<file path="src/design/corevx_cache_pkg.sv">
package corevx_cache_pkg;

    // address geometry, Sv32 style with 4 KiB pages
    localparam int VADDR_W       = 32;
    localparam int PADDR_W       = 32;
    localparam int PAGE_OFFSET_W = 12;
    localparam int VPN_W         = VADDR_W - PAGE_OFFSET_W;
    localparam int PPN_W         = PADDR_W - PAGE_OFFSET_W;

    localparam int TLB_ENTRIES = 4;
    localparam int TLB_IDX_W   = $clog2(TLB_ENTRIES);

    // accesstag layout, one bit per PTE flag
    localparam int ACCESSTAG_W           = 8;
    localparam int ACCESSTAG_VALID_BIT   = 0;
    localparam int ACCESSTAG_READ_BIT    = 1;
    localparam int ACCESSTAG_WRITE_BIT   = 2;
    localparam int ACCESSTAG_EXECUTE_BIT = 3;
    localparam int ACCESSTAG_USER_BIT    = 4;
    localparam int ACCESSTAG_GLOBAL_BIT  = 5;
    localparam int ACCESSTAG_ACCESS_BIT  = 6;
    localparam int ACCESSTAG_DIRTY_BIT   = 7;

    // csr write data and the status field positions inside it
    localparam int CSR_DATA_W      = 8;
    localparam int STATUS_SUM_BIT  = 0;
    localparam int STATUS_MXR_BIT  = 1;
    localparam int STATUS_MPRV_BIT = 2;
    localparam int STATUS_MPP_LSB  = 3;

    typedef enum logic [3:0] {
        CMD_NONE    = 4'd0,
        CMD_LOAD    = 4'd1,
        CMD_STORE   = 4'd2,
        CMD_EXECUTE = 4'd3
    } cache_cmd_e;

    typedef enum logic [1:0] {
        PRIV_USER       = 2'd0,
        PRIV_SUPERVISOR = 2'd1,
        PRIV_MACHINE    = 2'd3
    } privilege_e;

    typedef enum logic [1:0] {
        CSR_SATP      = 2'd0,
        CSR_STATUS    = 2'd1,
        CSR_PRIVILEGE = 2'd2
    } csr_sel_e;

    // nine reasons, so the field is four bits wide
    typedef enum logic [3:0] {
        REASON_NONE,
        REASON_INVALID,
        REASON_SUPERVISOR_USER_PAGE,
        REASON_USER_NOT_USER_PAGE,
        REASON_ACCESS_CLEAR,
        REASON_DIRTY_CLEAR,
        REASON_STORE_UNWRITABLE,
        REASON_LOAD_UNREADABLE,
        REASON_EXECUTE_NOT_EXECUTABLE
    } fault_reason_e;

endpackage

</file>
<file path="src/design/corevx_cache_csr.sv">
`timescale 1ns/1ps

module corevx_cache_csr import corevx_cache_pkg::*; (
    input  logic                  clk,
    input  logic                  rst_n,
    input  logic                  csr_we,
    input  csr_sel_e              csr_sel,
    input  logic [CSR_DATA_W-1:0] csr_wdata,
    output logic                  translate_en,
    output privilege_e            eff_privilege,
    output logic                  status_sum,
    output logic                  status_mxr
);

    logic       satp_mode;
    privilege_e cur_privilege;
    logic       status_mprv;
    privilege_e status_mpp;

    // writes land at the sampling edge
    always_ff @(posedge clk or negedge rst_n) begin
        if (!rst_n) begin
            satp_mode     <= 1'b0;
            cur_privilege <= PRIV_MACHINE;
            status_sum    <= 1'b0;
            status_mxr    <= 1'b0;
            status_mprv   <= 1'b0;
            status_mpp    <= PRIV_USER;
        end else if (csr_we) begin
            case (csr_sel)
                CSR_SATP: begin
                    satp_mode <= csr_wdata[0];
                end
                CSR_STATUS: begin
                    status_sum  <= csr_wdata[STATUS_SUM_BIT];
                    status_mxr  <= csr_wdata[STATUS_MXR_BIT];
                    status_mprv <= csr_wdata[STATUS_MPRV_BIT];
                    status_mpp  <= privilege_e'(csr_wdata[STATUS_MPP_LSB +: 2]);
                end
                CSR_PRIVILEGE: begin
                    cur_privilege <= privilege_e'(csr_wdata[1:0]);
                end
                default: begin
                end
            endcase
        end
    end

    // machine mode with mprv set borrows mpp for loads and stores
    always_comb begin
        if (cur_privilege == PRIV_MACHINE && status_mprv) begin
            eff_privilege = status_mpp;
        end else begin
            eff_privilege = cur_privilege;
        end
    end

    // machine accesses are always physical
    assign translate_en = satp_mode && (eff_privilege != PRIV_MACHINE);

endmodule

</file>
<file path="src/design/corevx_cache_tlb.sv">
`timescale 1ns/1ps

module corevx_cache_tlb import corevx_cache_pkg::*; (
    input  logic                   clk,
    input  logic                   rst_n,
    input  logic                   flush,
    input  logic                   fill_valid,
    input  logic [VPN_W-1:0]       fill_vpn,
    input  logic [PPN_W-1:0]       fill_ppn,
    input  logic [ACCESSTAG_W-1:0] fill_accesstag,
    input  logic                   req_valid,
    input  cache_cmd_e             req_cmd,
    input  logic [VADDR_W-1:0]     req_vaddr,
    input  logic                   translate_en,
    input  privilege_e             eff_privilege,
    output logic                   lookup_valid,
    output logic                   lookup_hit,
    output cache_cmd_e             lookup_cmd,
    output logic [ACCESSTAG_W-1:0] lookup_accesstag,
    output logic [PADDR_W-1:0]     resp_paddr
);

    logic [TLB_ENTRIES-1:0] entry_valid;
    logic [VPN_W-1:0]       entry_vpn [TLB_ENTRIES];
    logic [PPN_W-1:0]       entry_ppn [TLB_ENTRIES];
    logic [ACCESSTAG_W-1:0] entry_tag [TLB_ENTRIES];
    logic [TLB_IDX_W-1:0]   victim;

    logic [VPN_W-1:0]       req_vpn;
    logic                   match_any;
    logic [PPN_W-1:0]       match_ppn;
    logic [ACCESSTAG_W-1:0] match_tag;
    logic [ACCESSTAG_W-1:0] bypass_tag;

    logic                   xlate_q;
    logic                   hit_q;
    logic [PPN_W-1:0]       ppn_q;
    logic [VADDR_W-1:0]     vaddr_q;

    // valid bits and round-robin victim, flush has priority over fill
    always_ff @(posedge clk or negedge rst_n) begin
        if (!rst_n) begin
            entry_valid <= '0;
            victim      <= '0;
        end else if (flush) begin
            entry_valid <= '0;
        end else if (fill_valid) begin
            entry_valid[victim] <= 1'b1;
            victim              <= victim + 1'b1;
        end
    end

    always_ff @(posedge clk) begin
        if (fill_valid && !flush) begin
            entry_vpn[victim] <= fill_vpn;
            entry_ppn[victim] <= fill_ppn;
            entry_tag[victim] <= fill_accesstag;
        end
    end

    assign req_vpn = req_vaddr[VADDR_W-1:PAGE_OFFSET_W];

    // parallel compare, lowest index wins on a duplicate vpn
    always_comb begin
        match_any = 1'b0;
        match_ppn = '0;
        match_tag = '0;
        for (int i = TLB_ENTRIES - 1; i >= 0; i--) begin
            if (entry_valid[i] && entry_vpn[i] == req_vpn) begin
                match_any = 1'b1;
                match_ppn = entry_ppn[i];
                match_tag = entry_tag[i];
            end
        end
    end

    // physical access gets a tag that passes every check
    // U follows the privilege so neither user rule fires
    always_comb begin
        bypass_tag                        = '0;
        bypass_tag[ACCESSTAG_VALID_BIT]   = 1'b1;
        bypass_tag[ACCESSTAG_READ_BIT]    = 1'b1;
        bypass_tag[ACCESSTAG_WRITE_BIT]   = 1'b1;
        bypass_tag[ACCESSTAG_EXECUTE_BIT] = 1'b1;
        bypass_tag[ACCESSTAG_GLOBAL_BIT]  = 1'b1;
        bypass_tag[ACCESSTAG_ACCESS_BIT]  = 1'b1;
        bypass_tag[ACCESSTAG_DIRTY_BIT]   = 1'b1;
        bypass_tag[ACCESSTAG_USER_BIT]    = (eff_privilege == PRIV_USER);
    end

    // the single lookup stage
    always_ff @(posedge clk or negedge rst_n) begin
        if (!rst_n) begin
            lookup_valid <= 1'b0;
            xlate_q      <= 1'b0;
            hit_q        <= 1'b0;
        end else begin
            lookup_valid <= req_valid;
            if (req_valid) begin
                xlate_q <= translate_en;
                hit_q   <= match_any;
            end
        end
    end

    always_ff @(posedge clk) begin
        if (req_valid) begin
            lookup_cmd       <= req_cmd;
            lookup_accesstag <= translate_en ? match_tag : bypass_tag;
            ppn_q            <= match_ppn;
            vaddr_q          <= req_vaddr;
        end
    end

    assign lookup_hit = !xlate_q || hit_q;

    // a miss returns zero
    always_comb begin
        if (!xlate_q) begin
            resp_paddr = vaddr_q;
        end else if (hit_q) begin
            resp_paddr = {ppn_q, vaddr_q[PAGE_OFFSET_W-1:0]};
        end else begin
            resp_paddr = '0;
        end
    end

endmodule

</file>
<file path="src/design/corevx_cache_pagefault.sv">
`timescale 1ns/1ps

module corevx_cache_pagefault import corevx_cache_pkg::*; (
    input  logic                   lookup_valid,
    input  logic                   lookup_hit,
    input  cache_cmd_e             lookup_cmd,
    input  logic [ACCESSTAG_W-1:0] lookup_accesstag,
    input  privilege_e             eff_privilege,
    input  logic                   status_sum,
    input  logic                   status_mxr,
    output logic                   pagefault,
    output fault_reason_e          reason
);

    logic tag_readable;
    logic tag_writable;
    logic tag_executable;
    logic tag_user;
    logic tag_access;
    logic tag_dirty;
    logic tag_ok;

    assign tag_readable   = lookup_accesstag[ACCESSTAG_READ_BIT];
    assign tag_writable   = lookup_accesstag[ACCESSTAG_WRITE_BIT];
    assign tag_executable = lookup_accesstag[ACCESSTAG_EXECUTE_BIT];
    assign tag_user       = lookup_accesstag[ACCESSTAG_USER_BIT];
    assign tag_access     = lookup_accesstag[ACCESSTAG_ACCESS_BIT];
    assign tag_dirty      = lookup_accesstag[ACCESSTAG_DIRTY_BIT];

    // a leaf needs V and at least one of R or X
    assign tag_ok = lookup_accesstag[ACCESSTAG_VALID_BIT] && (tag_readable || tag_executable);

    // checks run in order and a later one overwrites the reason
    always_comb begin
        pagefault = 1'b0;
        reason    = REASON_NONE;
        if (lookup_valid && lookup_hit) begin
            if (!tag_ok) begin
                pagefault = 1'b1;
                reason    = REASON_INVALID;
            end

            if (eff_privilege == PRIV_SUPERVISOR) begin
                if (tag_user && !status_sum) begin
                    pagefault = 1'b1;
                    reason    = REASON_SUPERVISOR_USER_PAGE;
                end
            end else if (eff_privilege == PRIV_USER) begin
                if (!tag_user) begin
                    pagefault = 1'b1;
                    reason    = REASON_USER_NOT_USER_PAGE;
                end
            end

            // A clear masks all command checks
            if (!tag_access) begin
                pagefault = 1'b1;
                reason    = REASON_ACCESS_CLEAR;
            end else begin
                case (lookup_cmd)
                    CMD_STORE: begin
                        // dirty is checked before write permission
                        if (!tag_dirty) begin
                            pagefault = 1'b1;
                            reason    = REASON_DIRTY_CLEAR;
                        end else if (!tag_writable) begin
                            pagefault = 1'b1;
                            reason    = REASON_STORE_UNWRITABLE;
                        end
                    end
                    CMD_LOAD: begin
                        // mxr makes executable pages readable
                        if (!tag_readable && !(status_mxr && tag_executable)) begin
                            pagefault = 1'b1;
                            reason    = REASON_LOAD_UNREADABLE;
                        end
                    end
                    CMD_EXECUTE: begin
                        if (!tag_executable) begin
                            pagefault = 1'b1;
                            reason    = REASON_EXECUTE_NOT_EXECUTABLE;
                        end
                    end
                    default: begin
                    end
                endcase
            end
        end
    end

endmodule

</file>
<file path="src/design/corevx_cache_mmu.sv">
`timescale 1ns/1ps

module corevx_cache_mmu import corevx_cache_pkg::*; (
    input  logic                   clk,
    input  logic                   rst_n,
    // csr write strobe
    input  logic                   csr_we,
    input  csr_sel_e               csr_sel,
    input  logic [CSR_DATA_W-1:0]  csr_wdata,
    // tlb fill and flush
    input  logic                   fill_valid,
    input  logic [VPN_W-1:0]       fill_vpn,
    input  logic [PPN_W-1:0]       fill_ppn,
    input  logic [ACCESSTAG_W-1:0] fill_accesstag,
    input  logic                   flush,
    // request
    input  logic                   req_valid,
    input  cache_cmd_e             req_cmd,
    input  logic [VADDR_W-1:0]     req_vaddr,
    // response, one cycle after the request
    output logic                   resp_valid,
    output logic [PADDR_W-1:0]     resp_paddr,
    output logic                   resp_miss,
    output logic                   resp_pagefault,
    output fault_reason_e          resp_reason
);

    logic                   translate_en;
    privilege_e             eff_privilege;
    logic                   status_sum;
    logic                   status_mxr;

    logic                   lookup_valid;
    logic                   lookup_hit;
    cache_cmd_e             lookup_cmd;
    logic [ACCESSTAG_W-1:0] lookup_accesstag;

    corevx_cache_csr u_csr (
        .clk           (clk),
        .rst_n         (rst_n),
        .csr_we        (csr_we),
        .csr_sel       (csr_sel),
        .csr_wdata     (csr_wdata),
        .translate_en  (translate_en),
        .eff_privilege (eff_privilege),
        .status_sum    (status_sum),
        .status_mxr    (status_mxr)
    );

    corevx_cache_tlb u_tlb (
        .clk              (clk),
        .rst_n            (rst_n),
        .flush            (flush),
        .fill_valid       (fill_valid),
        .fill_vpn         (fill_vpn),
        .fill_ppn         (fill_ppn),
        .fill_accesstag   (fill_accesstag),
        .req_valid        (req_valid),
        .req_cmd          (req_cmd),
        .req_vaddr        (req_vaddr),
        .translate_en     (translate_en),
        .eff_privilege    (eff_privilege),
        .lookup_valid     (lookup_valid),
        .lookup_hit       (lookup_hit),
        .lookup_cmd       (lookup_cmd),
        .lookup_accesstag (lookup_accesstag),
        .resp_paddr       (resp_paddr)
    );

    corevx_cache_pagefault u_pagefault (
        .lookup_valid     (lookup_valid),
        .lookup_hit       (lookup_hit),
        .lookup_cmd       (lookup_cmd),
        .lookup_accesstag (lookup_accesstag),
        .eff_privilege    (eff_privilege),
        .status_sum       (status_sum),
        .status_mxr       (status_mxr),
        .pagefault        (resp_pagefault),
        .reason           (resp_reason)
    );

    assign resp_valid = lookup_valid;
    assign resp_miss  = lookup_valid && !lookup_hit;

endmodule

</file>
<file path="config.mk">
export PLATFORM = sky130hd
export DESIGN_NAME = corevx_cache_mmu
export DESIGN_NICKNAME = d
export VERILOG_FILES = /design/src/design/corevx_cache_pkg.sv /design/src/design/corevx_cache_csr.sv /design/src/design/corevx_cache_tlb.sv /design/src/design/corevx_cache_pagefault.sv /design/src/design/corevx_cache_mmu.sv
export SDC_FILE = /design/constraint.sdc
export NUM_CORES = 1
export LEC_CHECK = 0
export ABC_AREA = 0
export BUFFER_PORTS_ARGS = -buffer_cell sky130_fd_sc_hd__buf_2
export CORE_UTILIZATION = 55
export DETAILED_ROUTE_END_ITERATION = 12
export PLACE_DENSITY_LB_ADDON = 0.2
export SLEW_MARGIN = 25
export SYNTH_ARGS = -nofsm -noshare
export SYNTH_HDL_FRONTEND = slang
export SYNTH_SLANG_ARGS = --single-unit
</file>
<file path="constraint.sdc">
create_clock -name clk -period 2.5 [get_ports clk]
set_input_delay 0.25 -clock clk [delete_from_list [all_inputs] [get_ports clk]]
set_output_delay 0.25 -clock clk [all_outputs]
set_load 0.01 [all_outputs]
</file>
==> impl_metrics.json <==
{
  "htree_num_levels": 1,
  "layout.nets": 1004,
  "wl_per_cell_um": 20.3,
  "grt_pass1_wl_um": 36500,
  "ys_seq_area_share_pct": 73.8,
  "grt_pass1_vias": 6749,
  "ant_nets": 0,
  "ys.flop_type": "edfxtp_1",
  "row_count": 50,
  "port_buffers": 134,
  "cts_num_sinks": 268,
  "nFillCells": 1195,
  "routed_wirelength_um": 24000,
  "slew_viol_final": 0,
  "fp.dieW_um": 142,
  "die_height_um": 142,
  "hold_ws_ns": 0.0198,
  "viasPerCell": 5.61,
  "leakage_nw": 5.19,
  "period_share_pct": 93.9,
  "synth.most_common_cell": "edfxtp_1",
  "syn_area_um2": 10800,
  "cap_violations": 0,
  "cts_root_buffer": "clkbuf_16",
  "cts_buffer_depth": 3,
  "antenna_found_initial": 0,
  "fp.coreArea_um2": 19000,
  "area_growth_pct": 25.5,
  "drc_errors": 0,
  "relSlewSlack_pct": 52.7,
  "cp.arrival_ns": 2.10,
  "rsz0062_at_grt": "no",
  "syn_nets": 772,
  "drive_above_1_share_pct": 23.6,
  "synthTopCellsByCount": "edfxtp_1 (251), nor2_1 (56), xor2_1 (46)",
  "gp_congestion": 0.865,
  "async_flop_share_pct": 6.34,
  "setup_viol": 0,
  "globalRouteTotalUtil_pct": 24.2,
  "syn_area_per_cell_um2": 16.2,
  "power_density_nw_per_um2": 776,
  "cts_tree": "done",
  "grt_max_degree": 68,
  "final_util_pct": 71.5,
  "die_area_um2": 20200,
  "hold_class": "in -> reg",
  "path_max_fanout": 5,
  "drt_iter0_markers": 484,
  "hold_viol_final": 0,
  "tightest_slew_ns": 0.709,
  "yosysTopAreaCellShare_pct": 69.8,
  "synth_edf_count": 251,
  "period_minus_slack_ns": 2.35,
  "yosysTopAreaCell": "edfxtp_1",
  "pin_count": 139,
  "dp_hpwl_um": 14600,
  "cp-end-kind": "output pin",
  "setup_tns_ns": 0,
  "synth_seq_cells": 268,
  "fmax_mhz": 426,
  "ir_drop_mv": 0.718,
  "setup_ws_ns": 0.154,
  "pre_cts_ws_ns": 0.0719,
  "outcome": "complete, no violations",
  "cp-start-kind": "register",
  "cts_made_buffers": 27,
  "yosysWarnings": 0,
  "clk_latency_ns": 0.53,
  "clkSlewWorstSetupHoldPaths_ns": 0.06,
  "synth_area_leaders": "edfxtp_1 (70%), xor2_1 (3.7%), dfrtp_1 (3.5%), xnor2_1 (2.8%), nor2_1 (1.9%)",
  "num_antenna_cells": 0,
  "synth_cells": 668,
  "crit_type": "reg -> out",
  "initial_core_util_pct": 57.0,
  "vias": 6624,
  "synth.distinct_cells": 52,
  "gr-total-overflow": 0,
  "worst_ep_required_time_ns": 2.25,
  "fin_worst_skew_ns": 0.0164,
  "dr.pass1.iters": 5
}
==> per-layer routing <==
layer	wire length [um]	GRT usage [%]	vias to the layer above
met5	0	0	-
met4	538	6.17	0
met3	1730	4.04	40
met2	11900	41.8	264
met1	9850	32.0	3294
li1	-	-	3026
==> registers in the layout, indices dropped and copies added, names as in the netlist <==
name / count
u_tlb.xlate_q: 1
u_csr.status_mprv: 1
u_csr.status_mpp: 2
u_tlb.entry_vpn: 80
u_tlb.ppn_q: 20
u_tlb.entry_ppn: 80
u_tlb.entry_tag: 28
u_tlb.entry_valid: 4
u_csr.status_sum: 1
u_tlb.hit_q: 1
u_tlb.lookup_valid: 1
u_tlb.victim: 2
u_tlb.vaddr_q: 32
u_tlb.lookup_accesstag: 7
u_csr.satp_mode: 1
u_tlb.lookup_cmd: 4
u_csr.cur_privilege: 2
u_csr.status_mxr: 1
==> what timing repair did <==
item,4_1_cts,5_1_grt
setup buffers,0,2
setup endpoints to repair,0,20
hold buffers,74,0
resized for setup,0,5
hold endpoints to repair,234,0
==> kinds of logic (layout without fill, tap and decap cells) <==
family,count (synthesis),in the layout,synth area share (%)
AO/OA/AOI/OAI,94,94,7.15
AND/OR/NAND/NOR,150,150,7.65
adder cells (fa/ha/maj),4,4,0.464
flip-flops,268,268,73.8
multiplexers,28,28,2.69
buffers and inverters,43,296,1.70
XOR/XNOR,81,81,6.57
==> cell usage in the layout, fill, tap and decap left out, drive strengths merged, types with 8 or more instances in the layout <==
master       instances
dlygate4sd3         74
mux2i               20
clkinv               9
o31ai                8
a221oi              19
a21oi               10
xor2                46
edfxtp             251
mux2                 8
nor2                56
buf                155
nor4                12
xnor2               35
clkbuf              40
and3                20
nand4                9
dfrtp               15
a22o                19
inv                 18
and2                19
==> where the power goes <==
group	internal, W	switching (W)	leakage (nW)
registers	0.00540	0.000177	2.54
clock network	0.00208	0.00154	0.389
logic	0.000545	0.000765	2.26
==> worst max-delay path, cell delays in order (launching register included) <==
cell,delay [ns]
dfstp_2,0.56
nor4bb_4,0.29
nor2_1,0.06
o211a_1,0.16
o22ai_1,0.14
a21boi_0,0.12
nor2_1,0.10
buf_2,0.14
==> stage by stage <==
| step | instances | instance area (um^2) | power [W] |
|---|---|---|---|
| 4_1_cts | 1179 | 13500 | 0.0105 |
| 3_5_place_dp | 1055 | 12000 | 0.00685 |
| 5_1_grt | 1181 | 13500 | 0.0109 |
| 3_3_place_gp | 1055 | 12000 | 0.00679 |
| 6_report | 1181 | 13500 | 0.0105 |
| 2_1_floorplan | 668 | 10800 | 0.00627 |
==> final timing paths <==
kind	slack, ns	startpoint	cells after the start	to
worst max-delay path	0.15	u_csr.cur_privilege[0]	7	resp_reason[1]
worst min-delay path	0.02	req_vaddr[19]	1	u_tlb.vaddr_q[19]
worst max register to register	0.21	u_tlb.entry_vpn[1][4]	8	u_tlb.ppn_q[3]
worst min register to register	0.47	u_tlb.entry_valid[3]	1	u_tlb.entry_valid[3]
max in group asynchronous	1.98	rst_n	2	u_csr.cur_privilege[1]
min in group asynchronous	0.20	rst_n	2	u_csr.status_mxr
==> layout make-up <==
| class | instances | area, um^2 | share of cell area [%] |
|---|---|---|---|
| clock inverter | 10 | 45.0 | 0.333 |
| sequential | 268 | 7970 | 58.8 |
| inverter | 17 | 63.8 | 0.471 |
| clock buffer | 40 | 756 | 5.58 |
| tap | 260 | 325 | 2.40 |
| multi-input combinational | 357 | 2700 | 19.9 |
| timing repair buffer | 229 | 1690 | 12.5 |
Note: power is estimated with default switching activity, not from simulation.
